--- src/design/tcdm_pkg.sv ---
// shared types for the memory bank front end
// widths, request and bank structs, atomic opcodes and FSM states
package tcdm_pkg;

  // ----------------------------------------
  // widths
  // ----------------------------------------
  // word address into the bank
  localparam int unsigned AddrWidth   = 10;
  // the atomic ALU is built for 32-bit words only
  localparam int unsigned DataWidth   = 32;
  localparam int unsigned BeWidth     = DataWidth / 8;
  // up to 16 requesting cores
  localparam int unsigned CoreIdWidth = 4;
  // requester transaction id, echoed with the response
  localparam int unsigned TagWidth    = 4;

  typedef logic [AddrWidth-1:0]   addr_t;
  typedef logic [DataWidth-1:0]   data_t;
  typedef logic [BeWidth-1:0]     be_t;
  typedef logic [CoreIdWidth-1:0] core_id_t;
  typedef logic [TagWidth-1:0]    tag_t;

  // ----------------------------------------
  // opcodes and states
  // ----------------------------------------
  // same encoding as the core side atomic field
  typedef enum logic [3:0] {
    AmoNone = 4'h0,
    AmoSwap = 4'h1,
    AmoAdd  = 4'h2,
    AmoAnd  = 4'h3,
    AmoOr   = 4'h4,
    AmoXor  = 4'h5,
    AmoMax  = 4'h6,
    AmoMaxu = 4'h7,
    AmoMin  = 4'h8,
    AmoMinu = 4'h9,
    AmoLr   = 4'hA,
    AmoSc   = 4'hB
  } amo_op_t;

  // read in the accept cycle, write-back in the next one
  typedef enum logic [1:0] {
    AmoIdle,
    AmoWriteBack
  } amo_state_e;

  // ----------------------------------------
  // structs
  // ----------------------------------------
  // requester info, returned untouched with the response
  typedef struct packed {
    core_id_t core_id;
    tag_t     tag;
  } meta_t;

  typedef struct packed {
    addr_t   addr;
    amo_op_t amo;
    logic    write;
    data_t   wdata;
    be_t     be;
    meta_t   meta;
  } tcdm_req_t;

  // bank side, the strobe travels separately
  typedef struct packed {
    addr_t addr;
    logic  write;
    data_t wdata;
    be_t   be;
  } bank_req_t;

endpackage

--- src/design/tcdm_adapter.sv ---
// front end of a single-port memory bank
// valid/ready core requests in, SRAM strobe out, atomics and LR/SC
// handled in front of the bank
module tcdm_adapter import tcdm_pkg::*; (
  input  logic      clk_i,
  input  logic      rst_ni,
  // core request
  input  logic      req_valid_i,
  output logic      req_ready_o,
  input  tcdm_req_t req_i,
  // core response
  output logic      resp_valid_o,
  input  logic      resp_ready_i,
  output data_t     resp_rdata_o,
  output meta_t     resp_meta_o,
  // bank port
  output logic      bank_req_o,
  output bank_req_t bank_o,
  input  data_t     bank_rdata_i
);

  logic  req_accept;
  logic  sc_success;
  logic  amo_busy;
  addr_t amo_addr;
  data_t amo_wdata;
  logic  rdata_push;
  logic  sc_active;
  logic  sc_result;

  // ----------------------------------------
  // input side
  // ----------------------------------------
  tcdm_req_ctrl i_req_ctrl (
    .clk_i          (clk_i),
    .rst_ni         (rst_ni),
    .req_valid_i    (req_valid_i),
    .req_i          (req_i),
    .req_ready_o    (req_ready_o),
    .req_accept_o   (req_accept),
    .resp_pending_i (resp_valid_o),
    .resp_ready_i   (resp_ready_i),
    .amo_busy_i     (amo_busy),
    .amo_addr_i     (amo_addr),
    .amo_wdata_i    (amo_wdata),
    .sc_success_i   (sc_success),
    .bank_req_o     (bank_req_o),
    .bank_o         (bank_o),
    .rdata_push_o   (rdata_push),
    .sc_active_o    (sc_active),
    .sc_result_o    (sc_result)
  );

  // ----------------------------------------
  // processing
  // ----------------------------------------
  tcdm_lrsc_monitor i_lrsc_monitor (
    .clk_i        (clk_i),
    .rst_ni       (rst_ni),
    .req_accept_i (req_accept),
    .req_i        (req_i),
    .sc_success_o (sc_success)
  );

  tcdm_amo_unit i_amo_unit (
    .clk_i        (clk_i),
    .rst_ni       (rst_ni),
    .req_accept_i (req_accept),
    .req_i        (req_i),
    .bank_rdata_i (bank_rdata_i),
    .amo_busy_o   (amo_busy),
    .amo_addr_o   (amo_addr),
    .amo_wdata_o  (amo_wdata)
  );

  // ----------------------------------------
  // output side
  // ----------------------------------------
  tcdm_resp_buffer i_resp_buffer (
    .clk_i        (clk_i),
    .rst_ni       (rst_ni),
    .meta_push_i  (req_accept),
    .meta_i       (req_i.meta),
    .rdata_push_i (rdata_push),
    .bank_rdata_i (bank_rdata_i),
    .sc_active_i  (sc_active),
    .sc_result_i  (sc_result),
    .resp_ready_i (resp_ready_i),
    .resp_valid_o (resp_valid_o),
    .resp_rdata_o (resp_rdata_o),
    .resp_meta_o  (resp_meta_o)
  );

endmodule

--- src/design/tcdm_amo_unit.sv ---
// atomic read-modify-write unit
// latches the operand at acceptance, combines it with the old bank
// word one cycle later and hands the result to the write-back
module tcdm_amo_unit import tcdm_pkg::*; (
  input  logic      clk_i,
  input  logic      rst_ni,
  input  logic      req_accept_i,
  input  tcdm_req_t req_i,
  input  data_t     bank_rdata_i,
  output logic      amo_busy_o,
  output addr_t     amo_addr_o,
  output data_t     amo_wdata_o
);

  amo_state_e state_d, state_q;

  amo_op_t op_q;
  addr_t   addr_q;
  data_t   operand_q;

  logic load_amo;

  // ALU signals
  data_t              old_word;
  logic               cmp_signed;
  logic [DataWidth:0] cmp_a;
  logic [DataWidth:0] cmp_b;
  logic [DataWidth:0] cmp_diff;
  logic               old_lt_operand;

  // ----------------------------------------
  // FSM
  // ----------------------------------------
  // LR and SC go through the reservation path, not here
  assign load_amo = req_accept_i &&
                    (req_i.amo inside {AmoSwap, AmoAdd, AmoAnd, AmoOr, AmoXor,
                                       AmoMax, AmoMaxu, AmoMin, AmoMinu});

  always_comb begin
    state_d = state_q;
    case (state_q)
      AmoIdle: begin
        if (load_amo) begin
          state_d = AmoWriteBack;
        end
      end
      // single write-back cycle, then release the port
      AmoWriteBack: state_d = AmoIdle;
      default:      state_d = AmoIdle;
    endcase
  end

  always_ff @(posedge clk_i or negedge rst_ni) begin
    if (!rst_ni) begin
      state_q <= AmoIdle;
      op_q    <= AmoNone;
    end else begin
      state_q <= state_d;
      if (load_amo) begin
        op_q <= req_i.amo;
      end
    end
  end

  // address and operand
  always_ff @(posedge clk_i) begin
    if (load_amo) begin
      addr_q    <= req_i.addr;
      operand_q <= req_i.wdata;
    end
  end

  assign amo_busy_o = (state_q == AmoWriteBack);
  assign amo_addr_o = addr_q;

  // ----------------------------------------
  // ALU
  // ----------------------------------------
  // the bank returns the old word in the write-back cycle
  assign old_word = bank_rdata_i;

  // one 33-bit subtract serves all four compares
  // sign or zero extension picks signed vs unsigned
  assign cmp_signed     = (op_q == AmoMax) || (op_q == AmoMin);
  assign cmp_a          = {cmp_signed & old_word[DataWidth-1], old_word};
  assign cmp_b          = {cmp_signed & operand_q[DataWidth-1], operand_q};
  assign cmp_diff       = cmp_a - cmp_b;
  assign old_lt_operand = cmp_diff[DataWidth];

  always_comb begin
    // swap just writes the operand
    amo_wdata_o = operand_q;
    case (op_q)
      AmoAdd: amo_wdata_o = old_word + operand_q;
      AmoAnd: amo_wdata_o = old_word & operand_q;
      AmoOr:  amo_wdata_o = old_word | operand_q;
      AmoXor: amo_wdata_o = old_word ^ operand_q;
      AmoMax, AmoMaxu: begin
        amo_wdata_o = old_lt_operand ? operand_q : old_word;
      end
      AmoMin, AmoMinu: begin
        amo_wdata_o = old_lt_operand ? old_word : operand_q;
      end
      default: amo_wdata_o = operand_q;
    endcase
  end

endmodule

--- src/design/tcdm_lrsc_monitor.sv ---
// LR/SC reservation tracker
// holds one reservation keyed on the requesting core and address
module tcdm_lrsc_monitor import tcdm_pkg::*; (
  input  logic      clk_i,
  input  logic      rst_ni,
  input  logic      req_accept_i,
  input  tcdm_req_t req_i,
  output logic      sc_success_o
);

  typedef struct packed {
    logic     valid;
    addr_t    addr;
    core_id_t core;
  } reservation_t;

  reservation_t res_d, res_q;

  logic same_core;
  logic same_addr;
  logic breaks_res;

  assign same_core = (res_q.core == req_i.meta.core_id);
  assign same_addr = (res_q.addr == req_i.addr);

  // stores and read-modify-write atomics kill a matching reservation
  assign breaks_res = (req_i.write && (req_i.amo == AmoNone)) ||
                      !(req_i.amo inside {AmoNone, AmoLr, AmoSc});

  always_comb begin
    res_d        = res_q;
    sc_success_o = 1'b0;

    if (req_accept_i) begin
      // LR reserves, unless another core already holds a live one
      // the owner may move its own reservation
      if (req_i.amo == AmoLr && (!res_q.valid || same_core)) begin
        res_d.valid = 1'b1;
        res_d.addr  = req_i.addr;
        res_d.core  = req_i.meta.core_id;
      end

      if (same_addr && breaks_res) begin
        res_d.valid = 1'b0;
      end

      // any SC of the owner ends the reservation
      if (req_i.amo == AmoSc && res_q.valid && same_core) begin
        res_d.valid  = 1'b0;
        sc_success_o = same_addr;
      end
    end
  end

  // reservation register
  always_ff @(posedge clk_i or negedge rst_ni) begin
    if (!rst_ni) begin
      res_q <= '0;
    end else begin
      res_q <= res_d;
    end
  end

endmodule

--- src/design/tcdm_req_ctrl.sv ---
// request side of the bank front end
// accepts core requests and drives the SRAM port from either the
// core or the AMO write-back, then marks which accesses return data
module tcdm_req_ctrl import tcdm_pkg::*; (
  input  logic      clk_i,
  input  logic      rst_ni,
  // core request
  input  logic      req_valid_i,
  input  tcdm_req_t req_i,
  output logic      req_ready_o,
  output logic      req_accept_o,
  // response side status
  input  logic      resp_pending_i,
  input  logic      resp_ready_i,
  // atomic unit
  input  logic      amo_busy_i,
  input  addr_t     amo_addr_i,
  input  data_t     amo_wdata_i,
  // reservation check
  input  logic      sc_success_i,
  // bank port
  output logic      bank_req_o,
  output bank_req_t bank_o,
  // towards the response buffer
  output logic      rdata_push_o,
  output logic      sc_active_o,
  output logic      sc_result_o
);

  logic is_sc;
  logic is_store;
  logic sc_accept;

  assign is_sc    = (req_i.amo == AmoSc);
  assign is_store = req_i.write && (req_i.amo == AmoNone);

  // stall during write-back, and while a response sits unclaimed
  assign req_ready_o  = !amo_busy_i && !(resp_pending_i && !resp_ready_i);
  assign req_accept_o = req_valid_i && req_ready_o;
  assign sc_accept    = req_accept_o && is_sc;

  // ----------------------------------------
  // bank port mux
  // ----------------------------------------
  always_comb begin
    if (amo_busy_i) begin
      // the write-back owns the port for its one cycle
      bank_req_o   = 1'b1;
      bank_o.addr  = amo_addr_i;
      bank_o.write = 1'b1;
      bank_o.wdata = amo_wdata_i;
      bank_o.be    = '1;
    end else begin
      bank_req_o   = req_accept_o;
      bank_o.addr  = req_i.addr;
      // a failed SC degrades to a read whose data is dropped
      bank_o.write = is_sc ? sc_success_i : is_store;
      bank_o.wdata = req_i.wdata;
      bank_o.be    = req_i.be;
    end
  end

  // ----------------------------------------
  // response bookkeeping
  // ----------------------------------------
  // data valid one cycle after a read, SC result follows the same slot
  always_ff @(posedge clk_i or negedge rst_ni) begin
    if (!rst_ni) begin
      rdata_push_o <= 1'b0;
      sc_active_o  <= 1'b0;
    end else begin
      rdata_push_o <= (bank_req_o && !bank_o.write) || sc_accept;
      sc_active_o  <= sc_accept;
    end
  end

  // 0 reports success, 1 failure
  always_ff @(posedge clk_i) begin
    sc_result_o <= !sc_success_i;
  end

endmodule

--- src/design/tcdm_resp_buffer.sv ---
// response buffer of the bank front end
// pairs the requester metadata with the bank word or the SC result
// and holds the pair under back-pressure
module tcdm_resp_buffer import tcdm_pkg::*; (
  input  logic  clk_i,
  input  logic  rst_ni,
  // metadata, captured at acceptance
  input  logic  meta_push_i,
  input  meta_t meta_i,
  // data, one cycle after the bank access
  input  logic  rdata_push_i,
  input  data_t bank_rdata_i,
  input  logic  sc_active_i,
  input  logic  sc_result_i,
  // core response
  input  logic  resp_ready_i,
  output logic  resp_valid_o,
  output data_t resp_rdata_o,
  output meta_t resp_meta_o
);

  logic  meta_valid_q;
  meta_t meta_q;

  logic  data_valid_q;
  logic  data_valid;
  data_t data_q;
  data_t data_in;

  logic  pop;

  // response only once both halves are there, data always comes last
  assign resp_valid_o = meta_valid_q && data_valid;
  assign pop          = resp_valid_o && resp_ready_i;

  // ----------------------------------------
  // metadata register
  // ----------------------------------------
  // every accepted request writes here
  // a store entry gets no data and is replaced by the next push
  always_ff @(posedge clk_i or negedge rst_ni) begin
    if (!rst_ni) begin
      meta_valid_q <= 1'b0;
    end else begin
      meta_valid_q <= meta_push_i || (meta_valid_q && !pop);
    end
  end

  always_ff @(posedge clk_i) begin
    if (meta_push_i) begin
      meta_q <= meta_i;
    end
  end

  assign resp_meta_o = meta_q;

  // ----------------------------------------
  // data register, fall-through
  // ----------------------------------------
  // SC answers with its status bit instead of the bank word
  assign data_in = sc_active_i ? {{(DataWidth-1){1'b0}}, sc_result_i} : bank_rdata_i;

  assign data_valid   = data_valid_q || rdata_push_i;
  assign resp_rdata_o = data_valid_q ? data_q : data_in;

  always_ff @(posedge clk_i or negedge rst_ni) begin
    if (!rst_ni) begin
      data_valid_q <= 1'b0;
    end else if (data_valid_q) begin
      data_valid_q <= !pop || rdata_push_i;
    end else begin
      // store only what is not taken right away
      data_valid_q <= rdata_push_i && !pop;
    end
  end

  always_ff @(posedge clk_i) begin
    if (rdata_push_i) begin
      data_q <= data_in;
    end
  end

endmodule

--- config.mk ---
export PLATFORM = sky130hd
export DESIGN_NAME = tcdm_adapter
export DESIGN_NICKNAME = d
export VERILOG_FILES = /design/src/design/tcdm_pkg.sv /design/src/design/tcdm_adapter.sv /design/src/design/tcdm_amo_unit.sv /design/src/design/tcdm_lrsc_monitor.sv /design/src/design/tcdm_req_ctrl.sv /design/src/design/tcdm_resp_buffer.sv
export SDC_FILE = /design/constraint.sdc
export NUM_CORES = 1
export LEC_CHECK = 0
export ABC_AREA = 1
export BUFFER_PORTS_ARGS = -buffer_cell sky130_fd_sc_hd__buf_2
export CELL_PAD_IN_SITES_DETAIL_PLACEMENT = 1
export CELL_PAD_IN_SITES_GLOBAL_PLACEMENT = 1
export CORE_ASPECT_RATIO = 1.25
export CORE_UTILIZATION = 44
export CTS_CLUSTER_SIZE = 20
export DETAILED_ROUTE_END_ITERATION = 7
export PLACE_DENSITY_LB_ADDON = 0.2
export SETUP_SLACK_MARGIN = 0.02
export SYNTH_ARGS = -nofsm -noshare
export SYNTH_HDL_FRONTEND = slang
export SYNTH_SLANG_ARGS = --single-unit
--- constraint.sdc ---
create_clock -name clk_i -period 8.1 [get_ports clk_i]
set_input_delay 0.405 -clock clk_i [delete_from_list [all_inputs] [get_ports clk_i]]
set_output_delay 0.405 -clock clk_i [all_outputs]
set_load 0.01 [all_outputs]
==> run summary, run 1 <==
crit end category -> output port
Clock transition at path regs -> 90 ps
launching point of the worst reg2reg path -> i_amo_unit.state_q[0]$_DFFE_PN0P_
Final Max Slew Viols -> 0
vias in the first global route -> 11200
Port Buf Inserts -> 184
Num CTS Buffers -> 9
Final Setup Violations -> 0
Main synth FF type -> edfxtp_1
Global Route Usage Sum -> 0.313
Inst Count DP -> 1940
Starting Density -> 0.452
Yosys cell types -> 53
PostCTS Resize Cnt -> 0
register area share after synthesis -> 0.303
via/cell ratio -> 5.55
worst-case clock skew -> 15.1 ps
TritonRoute pass-1 iters -> 7
hold slack final -> 12.3 ps
Pwr per Cell Area -> 248 nW/um^2
post-route ant nets -> 0
Clock Tree Buf Depth -> 2
Finished Layout Cells -> 1956
largest net degree at the start of global routing -> 66
Max Cap Viol -> 0
failing checks -> DRC
Die Ht -> 172 um
GP Congestion -> 0.967
setup bufs post-CTS -> 0
syn_area_per_cell -> 6.70 um^2
Worst Setup EP -> bank_o[13]
Critical R2R Capture -> i_amo_unit.operand_q[21]$_DFFE_PP_
vias post-DR -> 10900
Slew HR -> 0.168
CTS H-tree lvls -> 3
final hold vios -> 0
Worst-Margin Slew -> 1240 ps
num ports -> 185
cts hold-fix bufs -> 0
Clk Latency, worst-skew pair -> 390 ps
Yosys top cell by area -> edfxtp_1
CTS Sinks -> 107
Die Width -> 138 um
RSZ-0062 raised after global routing -> false
critical path required time -> 7700 ps
r2r worst-path depth -> 6
Post-synth EDFFs -> 82
Ys Warns -> 0
CTS root buf -> clkbuf_16
Ant. Diodes -> 0
Synth Register Bits -> 107
synth-to-layout area growth -> 13.7%
worst reg-to-reg setup slack -> 4930 ps
total congestion overflow -> 0
WL/cell -> 18.9 um
mapped cell area -> 10200 um^2
CP Class -> register to output port
full die area -> 23800 um^2
post-synth top area share -> 0.242
# rows -> 61
status -> finished with violations
DRC Markers -> 12
Finished Core Util -> 0.514
Setup Total Neg Slack -> 0 ps
leading cell types by count after synthesis -> 531 x nand2_1, 174 x inv_1, 116 x nor2_1, 99 x nand3_1
share of cells above drive strength 1 -> 0.148
fin crit share -> 0.503
Hold Path Class -> input pin to async pin
Critical Path Fanout Max -> 37
syn nets -> 1712
most common cell in the netlist -> nand2_1
Startpoint Class -> register
core area -> 22500 um^2
Static Leak -> 5.87 nW
drt initial violations -> 480
asr flop ratio synth -> 0.224
Final HPWL DP -> 27400 um
total wire length -> 36900 um
Worst EP arrival -> 3670 ps
top cells by area, synth -> edfxtp_1 24%, nand2_1 20%, ha_1 12%
highest clock rate -> 245 MHz
CTS tree -> done
initial antenna violation count -> 1
post-route cell area -> 11600 um^2
global-route wire length before repair -> 57900 um
fin crit period -> 4080 ps
gate count after technology mapping -> 1520
Placed Area -> 11300 um^2
Final Net Count -> 1860
IR drop worst, VDD -> 0.209 mV
Worst Setup SP -> i_amo_unit.operand_q[18]$_DFFE_PP_
cell usage in the layout (no fill, tap or decap), types with 4 or more instances in the layout:
| cell type | count |
|---|---|
| nand3_1 | 99 |
| o21ai_1 | 5 |
| a21oi_1 | 96 |
| or2_2 | 9 |
| o21a_1 | 4 |
| nor4_1 | 4 |
| nand4_1 | 32 |
| a211oi_1 | 11 |
| xnor2_1 | 10 |
| o2111ai_1 | 5 |
| edfxtp_1 | 82 |
| buf_2 | 184 |
| o21ai_0 | 93 |
| inv_1 | 172 |
| nand2_1 | 531 |
| ha_1 | 96 |
| clkbuf_16 | 9 |
| buf_4 | 11 |
| nor3_1 | 13 |
| inv_2 | 10 |
| a221oi_1 | 10 |
| nor2_1 | 115 |
| dfrtp_1 | 24 |
per-stage QoR:
stage | worst slack, ps | total power, mW
finish | 4020 | 2.87
global route | 3710 | 3.08
CTS | 4050 | 2.88
detailed placement | 4350 | 2.40
global placement | 4400 | 2.35
floorplan | 4290 | 1.83
cell type report:
cell class | count | area, um^2
fillers | 3098 | 10900
multi-input cells | 1172 | 6150
flip-flops and latches | 107 | 3080
repair buffers | 195 | 1000
inverters | 183 | 687
well taps | 283 | 354
clock buffers | 9 | 225
clock inverters | 7 | 78.8
worst min path at each step:
stage | from | endpoint | slack, ps | cells past startpoint
2_1_floorplan | rst_ni | i_amo_unit.op_q[0]$_DFFE_PN0P_ | 110 | 0
3_3_place_gp | rst_ni | i_lrsc_monitor.res_q[0]$_DFFE_PN0P_ | 430 | 1
3_5_place_dp | rst_ni | i_lrsc_monitor.res_q[0]$_DFFE_PN0P_ | 430 | 1
4_1_cts | rst_ni | i_resp_buffer.data_valid_q$_DFF_PN0_ | 20 | 1
5_1_grt | rst_ni | i_resp_buffer.data_valid_q$_DFF_PN0_ | 60 | 1
6_report | rst_ni | i_resp_buffer.data_valid_q$_DFF_PN0_ | 10 | 1
kinds of logic after synthesis:
kind of cell / after synthesis / synth area share
and+or+nand+nor: 825 / 0.342
buffers and inverters: 241 / 0.0947
AOI/OAI and AO/OA: 239 / 0.132
DFF: 107 / 0.303
adders and majority gates: 97 / 0.120
xor gates and xnor gates: 11 / 0.00946
power breakdown:
| group | switching (mW) | total, mW | leakage [nW] | internal, mW |
|---|---|---|---|---|
| Combinational | 1.12 | 1.64 | 4.64 | 0.524 |
| Sequential | 0.0607 | 0.760 | 1.08 | 0.699 |
| Clock | 0.251 | 0.470 | 0.148 | 0.220 |
sequential cells by signal (all words and copies together) (netlist names), 4 cells and up:
| register | cells |
|---|---|
| i_lrsc_monitor.res_q | 15 |
| i_amo_unit.amo_addr_o | 10 |
| i_amo_unit.op_q | 4 |
| i_resp_buffer.data_q | 32 |
| i_amo_unit.operand_q | 32 |
| i_resp_buffer.resp_meta_o | 8 |
worst max-delay path: stages (launching register included):
cell and delay [ps]:
edfxtp_1 420, inv_1 160, ha_1 330, nor4_1 530
and3_1 260, nand2_2 110, nand3_4 140, nand2_4 330
nor2_4 520, nand2_1 90, nand4_1 110, nand2_1 60
nand2_1 70, buf_2 130
routing by layer:
| metal | wire length [um] | GRT usage |
|---|---|---|
| met4 | 1520 | 0.158 |
| met2 | 18500 | 0.577 |
| met5 | 0 | 0 |
| met3 | 1950 | 0.0526 |
| met1 | 14900 | 0.349 |
No activity file was read; power rests on OpenSTA's default activity.
==> run 2, diff against run 1 <==
Settings changed: CORE_UTILIZATION 44 to 37.
Clock period 8.1 ns to 3.7 ns, I/O delays scaled along.
==> run 2 against run 1 <==
Compared with the run above:
- the run now ends clean
- utilization down 5.5 points
- via count increased by 1.5%
- count of clock-buffer cells in the layout stayed put
- clock power increased by 120%
- flip-flop and latch count stayed put
- combinational power rose by 130%
- highest routed layer is now met5
==> run summary, run 2 (same netlist as run 1, synthesis figures left out) <==
Die Ht -> 187 um (+8.9%)
r2r worst-path depth -> 13 (+7)
IR drop worst, VDD -> 0.284 mV (+36%)
post-route ant nets -> 0 (unchanged)
global-route wire length before repair -> 61500 um (+6.1%)
vias in the first global route -> 11700 (+4.4%)
Hold Path Class -> input pin to register
Global Route Usage Sum -> 0.281 (-0.0312)
Max Cap Viol -> 0 (unchanged)
Critical R2R Capture -> i_lrsc_monitor.res_q[14]$_DFFE_PN0P_
Final HPWL DP -> 28800 um (+4.8%)
cell at the slowest stage of the critical path -> edfxtp_1
Pwr per Cell Area -> 528 nW/um^2 (+110%)
biggest regs -> i_amo_unit.operand_q: 32 flops, i_resp_buffer.data_q: 32 flops, i_lrsc_monitor.res_q: 15 flops
drt initial violations -> 503 (+4.8%)
Clock transition at path regs -> 90 ps (about the same)
Final Setup Violations -> 0 (unchanged)
total congestion overflow -> 0 (unchanged)
GP Congestion -> 0.899 (-7.0%)
largest net degree at the start of global routing -> 66 (unchanged)
share of cells above drive strength 1 -> 0.165 (+0.0169)
Die Width -> 150 um (+8.9%)
WL/cell -> 18.9 um (+0.18%)
# rows -> 67 (+9.8%)
Worst Setup SP -> i_amo_unit.operand_q[30]$_DFFE_PP_
Worst-Margin Slew -> 956 ps (-288 ps)
critical path required time -> 3510 ps (-4190 ps)
Inst Count DP -> 2022 (+4.2%)
commonest non-fill, non-tap cell in the layout -> nand2_1
post-place setup slack -> 423 ps (-3920 ps)
Crit path top cell by count -> nand2_1
Setup Total Neg Slack -> 0 ps (unchanged)
Port Buf Inserts -> 184 (unchanged)
final hold vios -> 0 (unchanged)
synth-to-layout area growth -> 21.3%
CTS H-tree lvls -> 3 (unchanged)
RSZ-0062 raised after global routing -> false
Startpoint Class -> register
Finished Layout Cells -> 2083 (+6.5%)
Num CTS Buffers -> 9 (unchanged)
total wire length -> 39400 um (+6.7%)
vias post-DR -> 11000 (+1.5%)
Worst Setup EP -> bank_o[25]
via/cell ratio -> 5.29 (-4.7%)
core area -> 26900 um^2 (+20%)
full die area -> 28200 um^2 (+19%)
worst-case clock skew -> 10.0 ps (-5.03 ps)
TritonRoute pass-1 iters -> 5 (-2)
fin crit share -> 0.940
crit end category -> output port
num ports -> 185 (unchanged)
CTS Sinks -> 107 (unchanged)
Clk Latency, worst-skew pair -> 380 ps (about the same)
Final Net Count -> 1925 (+3.5%)
CP Class -> register to output port
fin crit period -> 3480 ps
most frequent cells in the layout -> 531 x nand2_1, 184 x buf_2, 169 x inv_1
Static Leak -> 6.17 nW (+5.1%)
Clock Tree Buf Depth -> 2 (unchanged)
Ant. Diodes -> 0 (unchanged)
Slew HR -> 0.363 (+0.195)
Critical Path Fanout Max -> 12 (-68%)
Final Max Slew Viols -> 0 (unchanged)
worst reg-to-reg setup slack -> 1240 ps (-3690 ps)
Worst EP arrival -> 3290 ps (-380 ps)
CP cell instances -> inv_2, ha_1, nor2_1, nand3_1, nor2_4, and3_1, nand2_2, nand2_2, nand2_4, nand2_8, buf_6, nand2_1, nand3_1, nand2_1, o21ai_1, nand2_1, buf_2
initial antenna violation count -> 1 (unchanged)
status -> complete, no violations
slowest stage delay, CP -> 420 ps (-110 ps)
fill count -> 3591 (+16%)
hold slack final -> 13.7 ps (+1.36 ps)
launching point of the worst reg2reg path -> i_resp_buffer.data_valid_q$_DFF_PN0_
highest clock rate -> 288 MHz
final setup margin -> 223 ps (-3800 ps)
CTS tree -> done
CTS root buf -> clkbuf_16
Starting Density -> 0.378 (-0.0739)
DRC Markers -> 0 (-12)
## run 2: cell count changes in the layout (fill, tap and decap cells not counted), sizes merged
| cell | before | now |
|---|---|---|
| dlygate4sd3 | 0 | 37 |
| buf | 195 | 220 |
| inv | 185 | 183 |
| nand2 | 537 | 540 |
| clkinv | 5 | 7 |
## run 2: worst max-delay path, delay by kind of cell (launching register included)
| family | cells | cell delay, ps |
|---|---|---|
| simple gates | 12 | 1610 |
| compound gates | 1 | 130 |
| fa+ha+maj | 1 | 310 |
| flops | 1 | 420 |
| buf+inv | 3 | 430 |
## run 2: what timing repair did
item                       CTS  global route
cloned                       0             3
setup endpoints to repair    1            32
hold buffers                37             0
hold endpoints to repair    60             0
pin swaps                    0             3
buffers inserted             0             5
gates resized for setup      1            22
## run 2: worst min-delay path by stage
stage	from	end	slack, ps	cells past startpoint
2_1_floorplan	rst_ni	i_amo_unit.op_q[0]$_DFFE_PN0P_	-110	0
3_3_place_gp	rst_ni	i_lrsc_monitor.res_q[0]$_DFFE_PN0P_	220	1
3_5_place_dp	rst_ni	i_lrsc_monitor.res_q[3]$_DFFE_PN0P_	220	1
4_1_cts	req_i[27]	i_amo_unit.operand_q[15]$_DFFE_PP_	2	1
5_1_grt	req_i[27]	i_amo_unit.operand_q[15]$_DFFE_PP_	8	1
6_report	resp_ready_i	i_resp_buffer.data_valid_q$_DFF_PN0_	10	2
## run 2: power by group
group          internal [mW]  switching [mW]  leakage [nW]  total, mW
combinational           1.29            2.53          4.94       3.82
sequential              1.53           0.131          1.08       1.66
clock                  0.483           0.561         0.149       1.04
total                   3.30            3.22          6.17       6.53
## run 2: metrics by stage
step	total power [mW]	utilization	cell area [um^2]
2_1_floorplan	4.01	-	10200
3_3_place_gp	5.27	0.428	11500
3_5_place_dp	5.34	0.428	11500
4_1_cts	6.44	0.453	12200
5_1_grt	7.01	0.459	12400
6_report	6.53	0.459	12400
## run 2: routing by layer
| layer | vias to the layer above | track usage | wire (um) |
|---|---|---|---|
| met5 | - | 0 | 13 |
| met4 | 2 | 0.0998 | 1120 |
| met3 | 60 | 0.0389 | 1560 |
| met2 | 261 | 0.506 | 20000 |
| met1 | 5307 | 0.335 | 16700 |
| li1 | 5396 | - | - |
## run 2: area by class of cell
type / count / area, um^2 / share of cell area
multi-input cells: 1175 / 6250 / 0.506
clock buffers: 9 / 225 / 0.0182
clock inverters: 7 / 83.8 / 0.00679
well taps: 345 / 432 / 0.0349
repair buffers: 257 / 1590 / 0.129
inverters: 183 / 692 / 0.0560
flip-flops and latches: 107 / 3080 / 0.250
==> run 3, diff against run 2 <==
Settings changed: CORE_UTILIZATION 37 to 41.
Clock period 3.7 ns to 3.23 ns, I/O delays scaled along.
==> run 3 against run 2 <==
Compared with the run above:
- flip-flop and latch count stayed put
- final cell count is 3.7% higher
- non-clock buffer count is 94 higher
- clock skew is 2.1 ps higher
- worst setup slack worse by 210 ps
- utilization is 10 points higher
- first-iteration DRC count is 11% higher
- sequential share of layout area is 2.6 points lower
- power is 27% higher
- via count is 7.8% higher
- sequential power is 15% higher
- combinational power is 33% higher
- critical path type unchanged
- critical endpoint is now bank_o[16]
- largest cell class unchanged
- largest power group unchanged
==> run summary, run 3 (same netlist as run 1, synthesis figures left out) <==
Clk Latency, worst-skew pair -> 380 ps (about the same)
Num CTS Buffers -> 9 (unchanged)
Critical R2R Capture -> i_lrsc_monitor.res_q[14]$_DFFE_PN0P_
Logic pwr share -> 0.613 (+0.027)
post-place setup slack -> 170 ps (-252 ps)
DRC Markers -> 0 (unchanged)
Max Cap Viol -> 0 (unchanged)
Die Width -> 143 um (-4.9%)
via/cell ratio -> 5.50 (+3.9%)
GP Congestion -> 0.928 (+3.2%)
CTS Sinks -> 107 (unchanged)
Pwr per Cell Area -> 601 nW/um^2 (+14%)
r2r worst-path depth -> 10 (-3)
launching point of the worst reg2reg path -> i_amo_unit.state_q[0]$_DFFE_PN0P_
Psw -> 4.01 mW (+24%)
Reg power frac -> 0.231 (-0.023)
critical path required time -> 3070 ps (-440 ps)
CTS root buf -> clkbuf_16
Worst-Margin Slew -> 889 ps (-67.2 ps)
Die Ht -> 178 um (-4.9%)
RSZ-0062 raised after global routing -> true
Startpoint Class -> register
hold path depth -> 1 (-1)
global-route wire length before repair -> 64200 um (+4.5%)
full die area -> 25500 um^2 (-9.6%)
Setup Total Neg Slack -> 0 ps (unchanged)
synth-to-layout area growth -> 35.2%
IR drop worst, VDD -> 0.428 mV (+51%)
most frequent cells in the layout -> 508 x nand2_1, 183 x buf_2, 141 x inv_1
CTS tree -> done
vias in the first global route -> 12200 (+4.0%)
Slew HR -> 0.408 (+0.0448)
num ports -> 185 (unchanged)
vias post-DR -> 11900 (+7.8%)
internal power -> 4.26 mW (+29%)
commonest non-fill, non-tap cell in the layout -> nand2_1
core area -> 24400 um^2 (-9.2%)
Placed Area -> 11700 um^2 (+1.8%)
CTS H-tree lvls -> 3 (unchanged)
Starting Density -> 0.417 (+0.0385)
status -> complete, no violations
Static Leak -> 6.71 nW (+8.6%)
highest clock rate -> 311 MHz
drt initial violations -> 556 (+11%)
Critical Path Fanout Max -> 7 (-5)
total wire length -> 43600 um (+11%)
total congestion overflow -> 0 (unchanged)
worst-case clock skew -> 12.1 ps (+2.10 ps)
biggest regs -> i_amo_unit.operand_q: 32 flops, i_resp_buffer.data_q: 32 flops, i_lrsc_monitor.res_q: 15 flops
CP Class -> register to output port
# rows -> 64 (-4.5%)
initial antenna violation count -> 1 (unchanged)
Worst EP arrival -> 3050 ps (-240 ps)
final setup margin -> 16.6 ps (-206 ps)
Port Buf Inserts -> 184 (unchanged)
Global Route Usage Sum -> 0.330 (+0.0486)
overall power -> 8.27 mW (+27%)
Hold Path Class -> input pin to register
worst reg-to-reg setup slack -> 920 ps (-320 ps)
Final Net Count -> 2016 (+4.7%)
Clock power frac -> 0.156 (-0.004)
crit end category -> output port
Clock Tree Buf Depth -> 2 (unchanged)
WL/cell -> 20.2 um (+6.8%)
Hold Path Origin -> req_i[27]
share of cells above drive strength 1 -> 0.263 (+0.0984)
Finished Core Util -> 0.564 (+0.105)
TritonRoute pass-1 iters -> 5 (unchanged)
Final HPWL DP -> 28900 um (+0.34%)
fin crit share -> 0.995
Final Max Slew Viols -> 0 (unchanged)
largest net degree at the start of global routing -> 66 (unchanged)
Net Sw Frac -> 0.485 (-0.00951)
fin crit period -> 3210 ps
post-route cell area -> 13800 um^2 (+11%)
Clock transition at path regs -> 80 ps (about the same)
Min-Delay Endpoint -> i_amo_unit.operand_q[15]$_DFFE_PP_
post-route ant nets -> 0 (unchanged)
final hold vios -> 0 (unchanged)
Final Setup Violations -> 0 (unchanged)
-- run 3: through the flow --
step	hold WS, ps	instances
after floorplan	-134	1520
after global placement	186	2028
after detailed placement	188	2028
after CTS	1.88	2115
after global routing	2.62	2159
final	9.58	2160
-- run 3: final cells by class --
class | count | area [um^2]
Tap cell | 330 | 413
Multi-Input combinational cell | 1172 | 6790
Timing Repair Buffer | 351 | 2450
Fill cell | 3171 | 10700
Sequential cell | 107 | 3080
Clock buffer | 9 | 225
Inverter | 183 | 693
Clock inverter | 7 | 115
Antenna cell | 1 | 2.50
-- run 3: repair_timing --
| action | CTS | global route |
|---|---|---|
| hold buffers | 49 | 0 |
| cloned | 1 | 1 |
| pin swaps | 9 | 45 |
| resized for setup | 68 | 106 |
| hold endpoints to repair | 72 | 0 |
| setup endpoints to repair | 32 | 32 |
| setup buffers | 21 | 43 |
-- run 3: critical path, cell delays in order (launching register included) --
cell,delay (ps)
edfxtp_1,390
inv_2,90
ha_4,290
buf_6,120
nor2_1,60
nand2_1,80
nand2_2,80
nand2_2,80
nand2_2,60
a21oi_4,250
nand2_4,120
nand2_4,120
nand2_8,70
buf_12,150
nor2_4,150
buf_6,160
nand2_1,60
nand4_1,100
nand2_1,60
nand2_1,50
buf_2,120
-- run 3: worst max path at each step --
stage / start / end / slack (ps) / depth (start not counted)
global placement: i_amo_unit.operand_q[26]$_DFFE_PP_ / bank_o[30] / 240 / 18
CTS: i_amo_unit.operand_q[16]$_DFFE_PP_ / bank_o[29] / 20 / 19
floorplan: i_req_ctrl.rdata_push_o$_DFF_PN0_ / i_amo_unit.amo_addr_o[0]$_DFFE_PP_ / 110 / 7
finish: i_amo_unit.operand_q[18]$_DFFE_PP_ / bank_o[16] / 20 / 20
global route: i_amo_unit.operand_q[18]$_DFFE_PP_ / bank_o[13] / -90 / 20
detailed placement: i_amo_unit.operand_q[31]$_DFFE_PP_ / bank_o[25] / 170 / 17
-- run 3: power groups by stage --
stage                     Clock, mW  Sequential [mW]  Combinational, mW
after global routing           1.35             1.94               5.48
after floorplan                   0             1.92               2.68
final                          1.29             1.91               5.07
after CTS                      1.31             1.90               4.58
after global placement            0             1.92               4.26
after detailed placement          0             1.93               4.35
-- run 3: routing by layer --
layer  share of wire  GRT usage  up-vias
li1                -          -     5581
met1            0.39      0.368     5814
met2            0.52      0.615      359
met3           0.045     0.0499      128
met4           0.043      0.140        0
met5               0          0        -
